[config.mk]
export PLATFORM = sky130hd
export DESIGN_NAME = tpmSpiCtrl
export DESIGN_NICKNAME = d
export VERILOG_FILES = /design/src/rtl/spiProtocolPkg.sv /design/src/rtl/tpmCtrlPkg.sv /design/src/rtl/headerDecode.sv /design/src/rtl/tpmSpiCtrl.sv /design/src/rtl/transferEngine.sv /design/src/rtl/txResponder.sv
export SDC_FILE = /design/constraint.sdc
export NUM_CORES = 1
export LEC_CHECK = 0
export ABC_AREA = 1
export BUFFER_PORTS_ARGS = -buffer_cell sky130_fd_sc_hd__buf_2
export CORE_MARGIN = 4
export CORE_UTILIZATION = 50
export CTS_BUF_LIST = sky130_fd_sc_hd__clkbuf_8
export DETAILED_ROUTE_END_ITERATION = 10
export PLACE_DENSITY = 0.7
export SKIP_LAST_GASP = 1
export SLEW_MARGIN = 20
export SYNTH_ARGS = -nofsm -noshare
export SYNTH_HDL_FRONTEND = slang
export SYNTH_SLANG_ARGS = --single-unit
[constraint.sdc]
create_clock -name clock -period 4 [get_ports clock]
set_clock_uncertainty 0.1 [all_clocks]
set_input_delay 0.2 -clock clock [delete_from_list [all_inputs] [get_ports clock]]
set_output_delay 0.2 -clock clock [all_outputs]
set_load 0.05 [all_outputs]
[src/rtl/spiProtocolPkg.sv]
/*
 * SPI serializer and TPM command header formats.
 * Byte type, header layout and transfer direction seen on the wire.
 */
package spiProtocolPkg;

	typedef logic [7:0] byte_t;	// one serializer or register byte

	localparam int HeaderBytes = 4;	// command header length in bytes
	localparam int HeaderWidth = HeaderBytes * $bits(byte_t);
	localparam int SizeWidth = 6;	// size field holds byte count minus one
	localparam int FullAddrWidth = 24;	// full TPM register address

	// sent ahead of the data of every transfer
	localparam byte_t WaitReleaseByte = 8'hFF;

	// header bit 31, set for a read
	typedef enum logic
	{
		dirWrite = 1'b0,
		dirRead = 1'b1
	} transferDir_t;

	// msb first as received from the serializer
	typedef struct packed
	{
		transferDir_t dir;	// bit 31
		logic reserved;	// bit 30, ignored
		logic [SizeWidth-1:0] size;	// bytes minus one
		logic [FullAddrWidth-1:0] addr;	// register address
	} cmdHeader_t;

endpackage

[src/rtl/tpmCtrlPkg.sv]
/*
 * Controller sequencing types: transaction phases, engine and
 * responder sub-states, and the register file access bundle.
 */
package tpmCtrlPkg;

	localparam int FrsBusAddrWidth = 16;	// address width on the frs bus

	// transaction phases, broadcast from the top
	typedef enum logic [1:0]
	{
		phIdle,	// chip select high
		phHeader,	// collecting header bytes
		phWait,	// base address latch
		phTransfer	// data movement
	} ctrlPhase_t;

	// transfer engine sub-states
	typedef enum logic [3:0]
	{
		xsIdle,
		xsStart,	// load release byte
		xsRelease,	// wait until release byte sent
		xsWriteLoop,	// receive and write
		xsReadStrobe,	// frs read strobe
		xsLoad,	// read data to responder
		xsSendWait,	// wait until read byte sent
		xsDone	// quiet until chip select rises
	} xferState_t;

	// transmit responder sub-states
	typedef enum logic [2:0]
	{
		rsEmpty,
		rsHold,	// byte pending, no prepare yet
		rsArm,
		rsFire,
		rsValid,	// txValid cycle
		rsAck	// waiting for serializer ack
	} txState_t;

	// one register file access, 26 bits
	typedef struct packed
	{
		logic [FrsBusAddrWidth-1:0] addr;
		spiProtocolPkg::byte_t wrByte;
		logic wrStrobe;	// one cycle per written byte
		logic rdStrobe;	// data returns next cycle
	} frsAccess_t;

endpackage

[src/rtl/headerDecode.sv]
/*
 * TPM header collector and decoder.
 * Shifts in the four header bytes, then times the wait phase
 * and latches the register file base address.
 */
`timescale 1ns/1ns

module headerDecode
#(
	parameter int FrsAddrWidth = 16	// low address bits used
)
(
	input logic clock,
	input logic reset_n,
	input tpmCtrlPkg::ctrlPhase_t phase,
	input spiProtocolPkg::byte_t rxByte,
	input logic rxValid,
	output spiProtocolPkg::cmdHeader_t header,
	output logic [FrsAddrWidth-1:0] baseAddr,
	output logic headerDone,
	output logic waitDone
);
	import spiProtocolPkg::*;
	import tpmCtrlPkg::*;

	logic [HeaderBytes:0] byteTrack;	// one-hot, top bit set once full
	logic capture;	// header byte accepted this cycle
	logic waitStage;	// first wait cycle seen

	// bytes past the fourth are not header
	assign capture = (phase == phHeader) && rxValid && !byteTrack[HeaderBytes];

	// header assembly, msb byte first
	always_ff @(posedge clock)
	begin
		if (capture)
			header <= {header[HeaderWidth-$bits(byte_t)-1:0], rxByte};
	end

	// base address taken on first wait cycle
	always_ff @(posedge clock)
	begin
		if ((phase == phWait) && !waitStage)
			baseAddr <= header.addr[FrsAddrWidth-1:0];
	end

	// byte tracking and wait timing
	always_ff @(posedge clock or negedge reset_n)
	begin
		if (!reset_n)
		begin
			byteTrack <= (HeaderBytes + 1)'(1);
			headerDone <= 1'b0;
			waitStage <= 1'b0;
			waitDone <= 1'b0;
		end
		else if (phase == phIdle)
		begin
			byteTrack <= (HeaderBytes + 1)'(1);	// back to first byte
			headerDone <= 1'b0;
			waitStage <= 1'b0;
			waitDone <= 1'b0;
		end
		else
		begin
			if (capture)
				byteTrack <= byteTrack << 1;
			headerDone <= byteTrack[HeaderBytes];	// one cycle after fourth byte
			if (phase == phWait)
			begin
				waitStage <= 1'b1;
				waitDone <= waitStage;	// two cycles into phWait
			end
		end
	end

endmodule

[src/rtl/tpmSpiCtrl.sv]
/*
 * TPM-over-SPI transaction controller.
 * Phase machine for header, wait and transfer, bridging the SPI
 * byte serializer and the byte-wide register file.
 */
`timescale 1ns/1ns

module tpmSpiCtrl
#(
	parameter int FrsAddrWidth = 16	// low address bits used in the frs
)
(
	input logic clock,
	input logic reset_n,
	input logic csN,	// chip select, active low
	input spiProtocolPkg::byte_t rxByte,
	input logic rxValid,
	input logic txPrepare,
	input logic txAck,
	input spiProtocolPkg::byte_t frsRdByte,	// one cycle after rdStrobe
	output spiProtocolPkg::byte_t txByte,
	output logic txValid,
	output tpmCtrlPkg::frsAccess_t frs
);
	import spiProtocolPkg::*;
	import tpmCtrlPkg::*;

	ctrlPhase_t phase;
	cmdHeader_t header;
	logic [FrsAddrWidth-1:0] baseAddr;
	logic headerDone;
	logic waitDone;
	byte_t loadByte;
	logic loadValid;
	logic sent;

	// phase machine, chip select high aborts
	always_ff @(posedge clock or negedge reset_n)
	begin
		if (!reset_n)
			phase <= phIdle;
		else if (csN)
			phase <= phIdle;
		else
			case (phase)
				phIdle:
					phase <= phHeader;
				phHeader:
					if (headerDone)
						phase <= phWait;
				phWait:
					if (waitDone)
						phase <= phTransfer;
				default:
					phase <= phTransfer;	// length set by the engine
			endcase
	end

	headerDecode #(
		.FrsAddrWidth(FrsAddrWidth)
	) i_decode (
		.clock(clock),
		.reset_n(reset_n),
		.phase(phase),
		.rxByte(rxByte),
		.rxValid(rxValid),
		.header(header),
		.baseAddr(baseAddr),
		.headerDone(headerDone),
		.waitDone(waitDone)
	);

	transferEngine #(
		.FrsAddrWidth(FrsAddrWidth)
	) i_execute (
		.clock(clock),
		.reset_n(reset_n),
		.phase(phase),
		.header(header),
		.baseAddr(baseAddr),
		.rxByte(rxByte),
		.rxValid(rxValid),
		.frsRdByte(frsRdByte),
		.sent(sent),
		.frs(frs),
		.loadByte(loadByte),
		.loadValid(loadValid)
	);

	txResponder i_result (
		.clock(clock),
		.reset_n(reset_n),
		.phase(phase),
		.loadByte(loadByte),
		.loadValid(loadValid),
		.txPrepare(txPrepare),
		.txAck(txAck),
		.txByte(txByte),
		.txValid(txValid),
		.sent(sent)
	);

	// transfer only after a complete header in this selection
	assert property (@(posedge clock) disable iff (!reset_n)
		$rose(phase == phTransfer) |-> headerDone);

endmodule

[src/rtl/transferEngine.sv]
/*
 * TPM transfer engine.
 * Sends the wait-release byte, then runs either the receive-and-write
 * loop or the read-and-send loop for size+1 bytes.
 */
`timescale 1ns/1ns

module transferEngine
#(
	parameter int FrsAddrWidth = 16	// low address bits used
)
(
	input logic clock,
	input logic reset_n,
	input tpmCtrlPkg::ctrlPhase_t phase,
	input spiProtocolPkg::cmdHeader_t header,
	input logic [FrsAddrWidth-1:0] baseAddr,
	input spiProtocolPkg::byte_t rxByte,
	input logic rxValid,
	input spiProtocolPkg::byte_t frsRdByte,
	input logic sent,	// responder finished a byte
	output tpmCtrlPkg::frsAccess_t frs,
	output spiProtocolPkg::byte_t loadByte,
	output logic loadValid
);
	import spiProtocolPkg::*;
	import tpmCtrlPkg::*;

	xferState_t state;
	logic [FrsAddrWidth-1:0] addrCnt;	// base plus byte index
	logic [SizeWidth-1:0] byteCnt;	// bytes handled so far
	logic lastByte;
	logic accept;	// write data byte taken
	logic rxPend;	// write pipe stage one
	logic wrStrobe;	// write pipe stage two
	byte_t rxData;
	byte_t wrData;
	logic inTransfer;

	assign inTransfer = (phase == phTransfer);
	assign lastByte = (byteCnt == header.size);
	assign accept = (state == xsWriteLoop) && rxValid;

	// sequencer, counters and address
	always_ff @(posedge clock or negedge reset_n)
	begin
		if (!reset_n)
		begin
			state <= xsIdle;
			byteCnt <= '0;
			addrCnt <= '0;
		end
		else if (phase == phIdle)
		begin
			state <= xsIdle;
			byteCnt <= '0;
			addrCnt <= '0;
		end
		else
		begin
			// address steps after a write strobe or a sent read byte
			if (state == xsStart)
				addrCnt <= baseAddr;
			else if (wrStrobe || ((state == xsSendWait) && sent))
				addrCnt <= addrCnt + FrsAddrWidth'(1);

			case (state)
				xsIdle:
					if (inTransfer)
						state <= xsStart;
				xsStart:
					state <= xsRelease;	// release byte goes out
				xsRelease:
					if (sent)
						state <= (header.dir == dirWrite) ? xsWriteLoop : xsReadStrobe;
				xsWriteLoop:
					if (accept)
					begin
						byteCnt <= byteCnt + SizeWidth'(1);
						if (lastByte)
							state <= xsDone;	// pipe still drains
					end
				xsReadStrobe:
					state <= xsLoad;
				xsLoad:
					state <= xsSendWait;
				xsSendWait:
					if (sent)
					begin
						byteCnt <= byteCnt + SizeWidth'(1);
						state <= lastByte ? xsDone : xsReadStrobe;
					end
				xsDone:
					state <= xsDone;	// held until phIdle
				default:
					state <= xsIdle;
			endcase
		end
	end

	// write pipe, strobe two cycles after rxValid
	always_ff @(posedge clock or negedge reset_n)
	begin
		if (!reset_n)
		begin
			rxPend <= 1'b0;
			wrStrobe <= 1'b0;
		end
		else if (phase == phIdle)
		begin
			rxPend <= 1'b0;
			wrStrobe <= 1'b0;
		end
		else
		begin
			rxPend <= accept;
			wrStrobe <= rxPend;
		end
	end

	// write data follows the strobe pipe
	always_ff @(posedge clock)
	begin
		if (accept)
			rxData <= rxByte;
		if (rxPend)
			wrData <= rxData;
	end

	// release byte first, then read data straight from the frs
	assign loadValid = (state == xsStart) || (state == xsLoad);
	assign loadByte = (state == xsLoad) ? frsRdByte : WaitReleaseByte;

	// frs bus, strobes off once the phase has left transfer
	always_comb
	begin
		frs.addr = FrsBusAddrWidth'(addrCnt);
		frs.wrByte = wrData;
		frs.wrStrobe = wrStrobe && inTransfer;
		frs.rdStrobe = (state == xsReadStrobe) && inTransfer;
	end

	// write pipe and read state never overlap
	assert property (@(posedge clock) disable iff (!reset_n)
		!(frs.wrStrobe && frs.rdStrobe));

endmodule

[src/rtl/txResponder.sv]
/*
 * Transmit responder. Holds one outgoing byte and runs the
 * prepare, valid and ack exchange with the serializer.
 */
`timescale 1ns/1ns

module txResponder
(
	input logic clock,
	input logic reset_n,
	input tpmCtrlPkg::ctrlPhase_t phase,
	input spiProtocolPkg::byte_t loadByte,
	input logic loadValid,
	input logic txPrepare,
	input logic txAck,
	output spiProtocolPkg::byte_t txByte,
	output logic txValid,
	output logic sent	// one cycle after ack
);
	import spiProtocolPkg::*;
	import tpmCtrlPkg::*;

	txState_t state;
	byte_t holdByte;	// pending outgoing byte
	logic inTransfer;

	assign inTransfer = (phase == phTransfer);

	always_ff @(posedge clock or negedge reset_n)
	begin
		if (!reset_n)
		begin
			state <= rsEmpty;
			sent <= 1'b0;
			holdByte <= '0;
		end
		else if (phase == phIdle)
		begin
			state <= rsEmpty;	// drop any pending byte
			sent <= 1'b0;
		end
		else
		begin
			sent <= 1'b0;
			case (state)
				rsEmpty:
					if (loadValid)
					begin
						holdByte <= loadByte;
						state <= rsHold;
					end
				rsHold:
					if (txPrepare)
						state <= rsArm;	// prepare only counts with a byte held
				rsArm:
					state <= rsFire;
				rsFire:
					state <= rsValid;	// valid on second edge after prepare
				rsValid, rsAck:
					if (txAck)
					begin
						state <= rsEmpty;
						sent <= 1'b1;
					end
					else
						state <= rsAck;	// waits as long as needed
				default:
					state <= rsEmpty;
			endcase
		end
	end

	assign txValid = (state == rsValid) && inTransfer;
	assign txByte = inTransfer ? holdByte : '0;

	// engine loads only after sent
	assert property (@(posedge clock) disable iff (!reset_n)
		(loadValid && inTransfer) |-> (state == rsEmpty));

	// single-cycle valid per byte
	assert property (@(posedge clock) disable iff (!reset_n)
		txValid |=> !txValid);

endmodule

==> impl_results.md, run 1 <==
- # rows: 35
- R2R setup slack: 1.78 ns
- Fin crit share: 55.5%
- Leakage: 2.47 nW
- H-tree levels: 3
- Share of cells above drive strength 1: 16.7%
- Seq pwr share: 48.1%
- Syn_nets: 486
- Synth Instances: 462
- Remaining Overflow, GRT: 0
- Nets: 565
- Area share of the largest cell type after synthesis: 39.2%
- Drt initial violations: 193
- Fill count: 739
- # port buffers: 56
- Vias in the first global route: 3364
- Synth area leader: edfxtp_1
- Pwr Density: 581 nW/µm²
- FF+latch count, synth: 111
- Endpoints failing setup: 0
- Switching share of power: 40.2%
- Max cap viols: 0
- Detailed Place HPWL: 6.59 mm
- Critical Path Source Type: flip-flop
- Die area: 11100 µm²
- Boundary Pins: 57
- Setup WS post-layout: 1.78 ns
- Dpl cells: 638
- Setup tns final: 0 ns
- Place WS: 1.83 ns
- Netlist Area Pre-Place: 4750 µm²
- Fin. max-slew vios: 0
- Clock transition at path regs: 0.11 ns
- CP arrival: 2.43 ns
- Die height: 105 µm
- Post-Layout Cell Count: 675
- First-pass iteration count of the detailed router: 4
- Worst Max-Slew Pin Slew: 0.980 ns
- Clk root buf: clkbuf_8
- Number of CTS-inserted buffers: 9
- Starting density of the core: 51.4%
- Clk_lat worst skew: 0.39 ns
- Minimum clock period after layout: 2.22 ns
- Commonest non-fill, non-tap cell in the layout: nand2_1
- Yosys warning count: 0
- Comb power frac: 30.4%
- DR WL/cell: 14.2 µm
- Mean post-synth cell area: 10.3 µm²
- Area Overhead vs Synth: 17.2%
- Power share of the clock group: 21.5%
- R2R cell count: 7
- Antenna Cells: 0
- Tightest Hold Check Type: in -> async
- # DRC: 0
- CP Capture Type: flip-flop
- Synth Flop Type: edfxtp_1
- Relative slew slack: 34.6%
- Status: finished clean
- Unrepaired setup endpoints after global routing: false
- Top cells by area, synth: edfxtp_1 (39%), dfrtp_1 (25%), nand2_1 (8.1%), nor2_1 (4.8%), o21ai_0 (4.0%)
- First-pass GRT wire length: 16.3 mm
- Final Hold Viols: 0
- Fin area: 5560 µm²
- DRT Wirelength: 9.59 mm
- Gpl congestion: 0.832
- PostCTS Resize Cnt: 0
- DRT antenna net count: 0
- Worst path required time: 4.22 ns
- Int Pwr: 1.93 mW
- CTS Buffer Depth: 2
- Clk sinks: 111
- Hold_ws: 0.262 ns
- Reg2Reg Launch Point: i_execute.state[0]
- Worst ir drop on vdd: 274 µV
- TritonCTS clock tree: done
- Most frequent cells in the layout: nand2_1 (102), edfxtp_1 (62), nor2_1 (59)
- All-Layer GR Usage: 18.6%
- Core area: 9240 µm²
- Placed Area: 5130 µm²
- Crit. Startpoint: i_execute.state[0]
- Max Clock Freq: 451 MHz
- Vias per inst: 5.08
- Post-synth EDFFs: 62
- Psw: 1.30 mW
- Number of antenna violations at the first check in global routing: 0
- Distinct cells, synth: 38
- Maximum number of pins on one net before global-route repair: 50
- Sequential-to-total area share from yosys stat: 65.1%
- Routed vias: 3427
- Crit path max fanout: 28
- Kind of critical path: reg -> reg
- Die Wd: 105 µm
- RR Endpoint: i_execute.addrCnt[1]
- Synth async-reset ratio: 44.1%
[stage by stage]
step	power [mW]	util (%)
2_1_floorplan	2.32	-
3_3_place_gp	2.51	55.5
3_5_place_dp	2.54	55.6
4_1_cts	3.25	60.2
5_1_grt	3.44	60.2
6_report	3.23	60.2
[how the worst max path moves through the flow]
stage,end
6_report,i_execute.addrCnt[1]
5_1_grt,i_execute.addrCnt[4]
4_1_cts,i_execute.addrCnt[1]
3_5_place_dp,i_execute.addrCnt[1]
3_3_place_gp,i_execute.addrCnt[2]
2_1_floorplan,i_decode.header[0]
[timing repair]
item,CTS,global route
setup buffers,0,0
hold buffers,21,0
hold endpoints to repair,77,0
[worst max-delay path, stage by stage (launching register included)]
cell,delay [ns]
dfrtp_1,0.47
inv_2,0.17
nor2_4,0.06
nand2_4,0.27
nand2_1,0.08
a21oi_1,0.76
nand2_1,0.11
o21ai_1,0.12
[power by group through the flow]
stage               combinational [mW]  clock (mW)  sequential (mW)
global placement                 0.941           0             1.57
global route                      1.09       0.761             1.59
floorplan                        0.557           0             1.76
finish                           0.981       0.696             1.55
detailed placement               0.963           0             1.58
CTS                              0.984       0.717             1.55
[flip-flops by register name, indices dropped and copies added, names as in the netlist]
register / flops
i_result.holdByte: 8
i_execute.state: 3
phase: 2
i_execute.rxPend: 1
i_decode.byteTrack: 5
i_result.state: 3
i_execute.byteCnt: 6
i_result.sent: 1
i_decode.waitDone: 1
i_execute.rxData: 8
i_decode.header: 30
i_decode.baseAddr: 16
i_execute.wrStrobe: 1
i_decode.waitStage: 1
i_execute.addrCnt: 16
i_decode.headerDone: 1
i_execute.wrData: 8
[synthesized netlist by cell type (2+ instances only)]
master    instances
nand2_1         102
edfxtp_1         62
nor2_1           61
inv_1            50
dfrtp_1          48
o21ai_0          38
nand3_1          24
a21oi_1          10
nand4_1           8
nor3_1            8
o21ai_1           5
xor2_1            5
buf_2             3
buf_4             3
inv_2             3
buf_6             2
clkbuf_1          2
ha_1              2
mux2i_1           2
nand2_4           2
nor2_4            2
nor4_1            2
o31ai_1           2
xnor2_1           2
[layer usage]
metal	GRT usage (%)	share of wire, %
met5	0	0
met4	7.78	2.0
met3	2.76	3.8
met2	29.8	50
met1	25.6	44
[cell type report]
| cell class | count | area, µm² | area share [%] |
|---|---|---|---|
| flip-flops and latches | 111 | 3090 | 55.5 |
| clock buffers | 9 | 124 | 2.23 |
| clock inverters | 7 | 91.3 | 1.64 |
| inverters | 53 | 199 | 3.58 |
| multi-input cells | 288 | 1400 | 25.1 |
| repair buffers | 78 | 500 | 9.00 |
| well taps | 129 | 161 | 2.90 |
[cells by family after synthesis]
| kind of cell | Yosys count | share of synthesized area [%] |
|---|---|---|
| AOI/OAI and AO/OA | 60 | 6.75 |
| xor gates and xnor gates | 7 | 1.29 |
| adders and majority gates | 2 | 0.527 |
| buffers and inverters | 63 | 5.61 |
| DFF | 111 | 65.1 |
| muxes | 2 | 0.422 |
| and+or+nand+nor | 217 | 20.3 |
No activity file was read; power rests on OpenSTA's default activity.
==> run 2, diff against run 1 <==
==> constraint.sdc (replaced) <==
create_clock -name clock -period 2.3 [get_ports clock]
set_clock_uncertainty 0.1 [all_clocks]
set_input_delay 0.115 -clock clock [delete_from_list [all_inputs] [get_ports clock]]
set_output_delay 0.115 -clock clock [all_outputs]
set_load 0.05 [all_outputs]
==> impl_results.md, run 2 (synthesized netlist as in run 1, its figures left out) <==
- Int Pwr: 3.37 mW (+74%)
- Commonest non-fill, non-tap cell in the layout: nand2_1
- Die height: 105 µm (unchanged)
- Clock transition at path regs: 0.12 ns (about the same)
- Critical Path Source Type: flip-flop
- Share of cells above drive strength 1: 17.1% (+0.42 points)
- CTS Buffer Depth: 2 (unchanged)
- Die Wd: 105 µm (unchanged)
- Met1 Use GR: 24.3% (-1.3 points)
- Clk_lat worst skew: 0.37 ns (-0.02 ns)
- Remaining Overflow, GRT: 0 (unchanged)
- Gpl congestion: 0.857 (+3.0%)
- # rows: 35 (unchanged)
- Postcts setup bufs: 0 (unchanged)
- Fin area: 5580 µm² (+0.32%)
- # port buffers: 56 (unchanged)
- PostCTS Resize Cnt: 0 (unchanged)
- Most frequent cells in the layout: nand2_1 (102), edfxtp_1 (62), nor2_1 (60)
- Max cap viols: 0 (unchanged)
- Largest regs: i_decode.header x30, i_decode.baseAddr x16, i_execute.addrCnt x16
- Crit path max fanout: 15 (-46%)
- Unrepaired setup endpoints after global routing: false
- Max Clock Freq: 505 MHz (+12%)
- Tightest Hold Check Type: in -> async
- GRT busiest layer: met2
- Psw: 2.24 mW (+72%)
- Max FFs per register: 30 (unchanged)
- Clk sinks: 111 (unchanged)
- Setup tns final: 0 ns (unchanged)
- Placed Area: 5160 µm² (+0.54%)
- Reg with most FFs: i_decode.header
- Final Hold Viols: 0 (unchanged)
- Boundary Pins: 57 (unchanged)
- Place WS: 0.339 ns (-1.49 ns)
- H-tree levels: 3 (unchanged)
- Die area: 11100 µm² (unchanged)
- Switching share of power: 39.9% (-0.29 points)
- Worst ir drop on vdd: 441 µV (+61%)
- Number of CTS-inserted buffers: 9 (unchanged)
- Power share of the clock group: 21.3% (-0.2 points)
- Leakage: 2.48 nW (+0.73%)
- DRT antenna net count: 0 (unchanged)
- Detailed Place HPWL: 6.34 mm (-3.7%)
- Met3 Resource Use GR: 4.23% (+1.5 points)
- Relative slew slack: 57.6% (+23 points)
- # DRC: 0 (unchanged)
- First-pass GRT wire length: 15.6 mm (-4.4%)
- Drt initial violations: 186 (-3.6%)
- CP Capture Type: flip-flop
- Cts hold-fix bufs: 21 (unchanged)
- Status: finished clean
- Minimum clock period after layout: 1.98 ns (-0.240 ns)
- Kind of critical path: reg -> reg
- Pwr Density: 1000 nW/µm² (+73%)
- Area Overhead vs Synth: 17.5%
- Starting density of the core: 51.4% (unchanged)
- Worst Max-Slew Pin Slew: 0.636 ns (-0.345 ns)
- Dpl cells: 642 (+0.63%)
- Endpoints failing setup: 0 (unchanged)
- CP arrival: 2.18 ns (-0.25 ns)
- DR WL/cell: 13.5 µm (-5.1%)
- Fin crit share: 86.0% (+31 points)
- Maximum number of pins on one net before global-route repair: 50 (unchanged)
- Seq pwr share: 48.2% (about the same)
- DRT Wirelength: 9.15 mm (-4.6%)
- Worst path required time: 2.50 ns (-1.72 ns)
- Routed vias: 3344 (-2.4%)
- Fin. max-slew vios: 0 (unchanged)
- M2 GR Usage: 27.6% (-2.1 points)
- Nets: 569 (+0.71%)
- Vias per inst: 4.92 (-3.0%)
- All-Layer GR Usage: 17.5% (-1.1 points)
- Comb power frac: 30.5% (about the same)
- Setup WS post-layout: 0.322 ns (-1.46 ns)
- Clk root buf: clkbuf_8
- Vias in the first global route: 3222 (-4.2%)
- Antenna Cells: 0 (unchanged)
- TritonCTS clock tree: done
- Core area: 9240 µm² (unchanged)
- First-pass iteration count of the detailed router: 5 (+1)
- Post-Layout Cell Count: 679 (+0.59%)
- Number of antenna violations at the first check in global routing: 0 (unchanged)
==> run 2: cell count changes in the layout (fill, tap and decap cells not counted) <==
cell | before | now
nor2_1 | 59 | 60
inv_6 | 1 | 2
nor2_2 | 3 | 2
buf_2 | 55 | 56
clkinv_8 | 2 | 1
buf_4 | 2 | 5
==> run 2: area by class of cell <==
cell class                      instances  area (µm²)
Inverter                               53         199
Clock inverter                          7        83.8
Clock buffer                            9         124
Tap cell                              129         161
Timing Repair Buffer                   82         528
Multi-Input combinational cell        288        1390
Fill cell                             725        3660
Sequential cell                       111        3090
==> run 2: critical path, cell delays in order (launching register included) <==
cell and delay [ns]:
dfrtp_1 0.45, nor2_4 0.37, inv_2 0.22, nand3_1 0.18
nand3_2 0.21, o21ai_0 0.21, nand2_1 0.07, nor2_1 0.10
==> run 2: power groups by stage <==
stage	clock, mW	sequential (mW)	combinational (mW)
4_1_cts	1.23	2.70	1.72
5_1_grt	1.32	2.75	1.90
3_3_place_gp	0	2.73	1.66
3_5_place_dp	0	2.74	1.68
2_1_floorplan	0	3.06	0.968
6_report	1.19	2.70	1.71
==> run 2: worst paths after layout <==
path                                startpoint              endpoint  slack, ns  cells after the start
hold reg to reg            i_execute.rxData[6]   i_execute.wrData[6]       0.33                      0
hold / removal                         reset_n  i_execute.addrCnt[9]       0.26                      3
max in group asynchronous              reset_n   i_decode.headerDone       1.39                      3
setup reg to reg                      phase[1]  i_execute.byteCnt[3]       0.32                      7
min in group clock         i_execute.rxData[6]   i_execute.wrData[6]       0.33                      0
setup / recovery                      phase[1]  i_execute.byteCnt[3]       0.32                      7
==> run 2: metal layers <==
layer,wire [µm],part of all wire (%)
met5,0,0
met4,105,1.1
met3,354,3.9
met2,4440,49
met1,4250,46
==> run 2: through the flow <==
step	hold slack [ns]	power (mW)	utilization, %
after global routing	0.326	5.97	60.4
after global placement	0.150	4.38	55.9
after detailed placement	0.168	4.42	55.9
final	0.260	5.60	60.4
after floorplan	-0.281	4.03	-
after CTS	0.279	5.65	60.4
==> run 3, diff against run 2 <==
--- a/config.mk
+++ b/config.mk
@@ -12,6 +12,7 @@
 export CTS_BUF_LIST = sky130_fd_sc_hd__clkbuf_8
 export DETAILED_ROUTE_END_ITERATION = 10
 export PLACE_DENSITY = 0.7
+export RECOVER_POWER = 25
 export SKIP_LAST_GASP = 1
 export SLEW_MARGIN = 20
 export SYNTH_ARGS = -nofsm -noshare
==> impl_results.md, run 3 (synthesized netlist as in run 1, its figures left out) <==
- Crit path cell chain: nor2_4, inv_2, nand3_1, nand3_2, o21ai_0, nand2_1, nor2_1
- Vias per inst: 4.94 (+0.36%)
- Crit path max fanout: 15 (unchanged)
- Status: finished clean
- Slowest CP cell: dfrtp_1
- DR WL/cell: 13.5 µm (about the same)
- # DRC: 0 (unchanged)
- Setup WS post-layout: 0.320 ns (-0.00136 ns)
- Die Wd: 105 µm (unchanged)
- Reg with most FFs: i_decode.header
- CP Buf/Inv Count: 1 (unchanged)
- Tightest Hold Check Type: reg -> reg
- Unrepaired setup endpoints after global routing: false
- Minimum clock period after layout: 1.98 ns (+0.00136 ns)
- DRT antenna net count: 0 (unchanged)
- Max FFs per register: 30 (unchanged)
- # port buffers: 56 (unchanged)
- Antenna Cells: 0 (unchanged)
- DRT Wirelength: 9.16 mm (about the same)
- Routed vias: 3356 (+0.36%)
- Setup tns final: 0 ns (unchanged)
- Detailed Place HPWL: 6.34 mm (unchanged)
- Worst path required time: 2.50 ns (about the same)
- Remaining Overflow, GRT: 0 (unchanged)
- Clk sinks: 111 (unchanged)
- All-Layer GR Usage: 17.5% (unchanged)
- Total power: 5.60 mW (about the same)
- Vias in the first global route: 3222 (unchanged)
- Max Clock Freq: 505 MHz (about the same)
- Fin area: 5570 µm² (-0.18%)
- Share of cells above drive strength 1: 16.0% (-1.1 points)
- Nets: 569 (unchanged)
- TritonCTS clock tree: done
- Dpl cells: 642 (unchanged)
- Area Overhead vs Synth: 17.3%
- CP Capture Type: flip-flop
- Post-Layout Cell Count: 679 (unchanged)
- Fin. max-slew vios: 0 (unchanged)
- Number of antenna violations at the first check in global routing: 0 (unchanged)
- First-pass iteration count of the detailed router: 5 (unchanged)
- Crit path max-delay family: simple AND/OR/NAND/NOR gates
- Core area: 9240 µm² (unchanged)
- Die height: 105 µm (unchanged)
- First-pass GRT wire length: 15.6 mm (unchanged)
- Critical Path Source Type: flip-flop
- Most frequent cells in the layout: nand2_1 (102), edfxtp_1 (62), nor2_1 (60)
- PostCTS Resize Cnt: 0 (unchanged)
- Worst ir drop on vdd: 440 µV (about the same)
- Final Hold Viols: 0 (unchanged)
- CP arrival: 2.18 ns (about the same)
- Maximum number of pins on one net before global-route repair: 50 (unchanged)
- Clk root buf: clkbuf_8
- Relative slew slack: 17.6% (-40 points)
- Number of CTS-inserted buffers: 9 (unchanged)
- Placed Area: 5160 µm² (unchanged)
- CTS Buffer Depth: 2 (unchanged)
- Largest regs: i_decode.header x30, i_decode.baseAddr x16, i_execute.addrCnt x16
- Clock transition at path regs: 0.11 ns (about the same)
- Kind of critical path: reg -> reg
- Clk_lat worst skew: 0.37 ns (about the same)
- Leakage: 2.47 nW (-0.69%)
- H-tree levels: 3 (unchanged)
- # rows: 35 (unchanged)
- Max cap viols: 0 (unchanged)
- Worst Max-Slew Pin Slew: 1.24 ns (+0.600 ns)
- Endpoints failing setup: 0 (unchanged)
- Drt initial violations: 182 (-2.2%)
- Die area: 11100 µm² (unchanged)
- Boundary Pins: 57 (unchanged)
- Slowest stage delay, CP: 0.45 ns (about the same)
- Fin crit share: 86.1% (about the same)
- Commonest non-fill, non-tap cell in the layout: nand2_1
- Starting density of the core: 51.4% (unchanged)
- Postcts setup bufs: 0 (unchanged)
- Place WS: 0.339 ns (unchanged)
- Pwr Density: 1010 nW/µm² (+0.15%)
- Cts hold-fix bufs: 21 (unchanged)
- Gpl congestion: 0.857 (unchanged)
run 3: path summary, 6_finish.rpt:
check / start / endpoint / slack (ns) / depth (start not counted)
max in group asynchronous: reset_n / i_decode.headerDone / 0.83 / 3
hold / removal: i_execute.rxData[6] / i_execute.wrData[6] / 0.33 / 0
setup / recovery: phase[1] / i_execute.byteCnt[3] / 0.32 / 7
hold reg to reg: i_execute.rxData[6] / i_execute.wrData[6] / 0.33 / 0
min in group asynchronous: reset_n / i_execute.addrCnt[9] / 0.50 / 3
setup reg to reg: phase[1] / i_execute.byteCnt[3] / 0.32 / 7
run 3: stage by stage:
stage	util [%]	hold WS, ns
5_1_grt	60.3	0.340
3_3_place_gp	55.9	0.150
3_5_place_dp	55.9	0.168
4_1_cts	60.4	0.279
2_1_floorplan	-	-0.281
6_report	60.3	0.331
run 3: layout make-up:
class	instances	area (µm²)
clock buffers	9	124
clock inverters	7	83.8
fillers	729	3670
inverters	53	199
multi-input cells	288	1390
flip-flops and latches	111	3090
well taps	129	161
repair buffers	82	518
run 3: power by group:
part / internal [mW] / switching, mW / leakage, nW / total [mW]
clock: 0.449 / 0.745 / 0.106 / 1.19
sequential: 2.41 / 0.285 / 1.21 / 2.70
combinational: 0.502 / 1.21 / 1.15 / 1.71
total: 3.36 / 2.24 / 2.47 / 5.60
run 3: per-layer routing:
| layer | track usage (%) | up-vias | share of wire (%) |
|---|---|---|---|
| met5 | 0 | - | 0 |
| met4 | 5.25 | 0 | 1.1 |
| met3 | 4.23 | 9 | 4.6 |
| met2 | 27.6 | 77 | 48 |
| met1 | 24.3 | 1571 | 46 |
| li1 | - | 1699 | - |
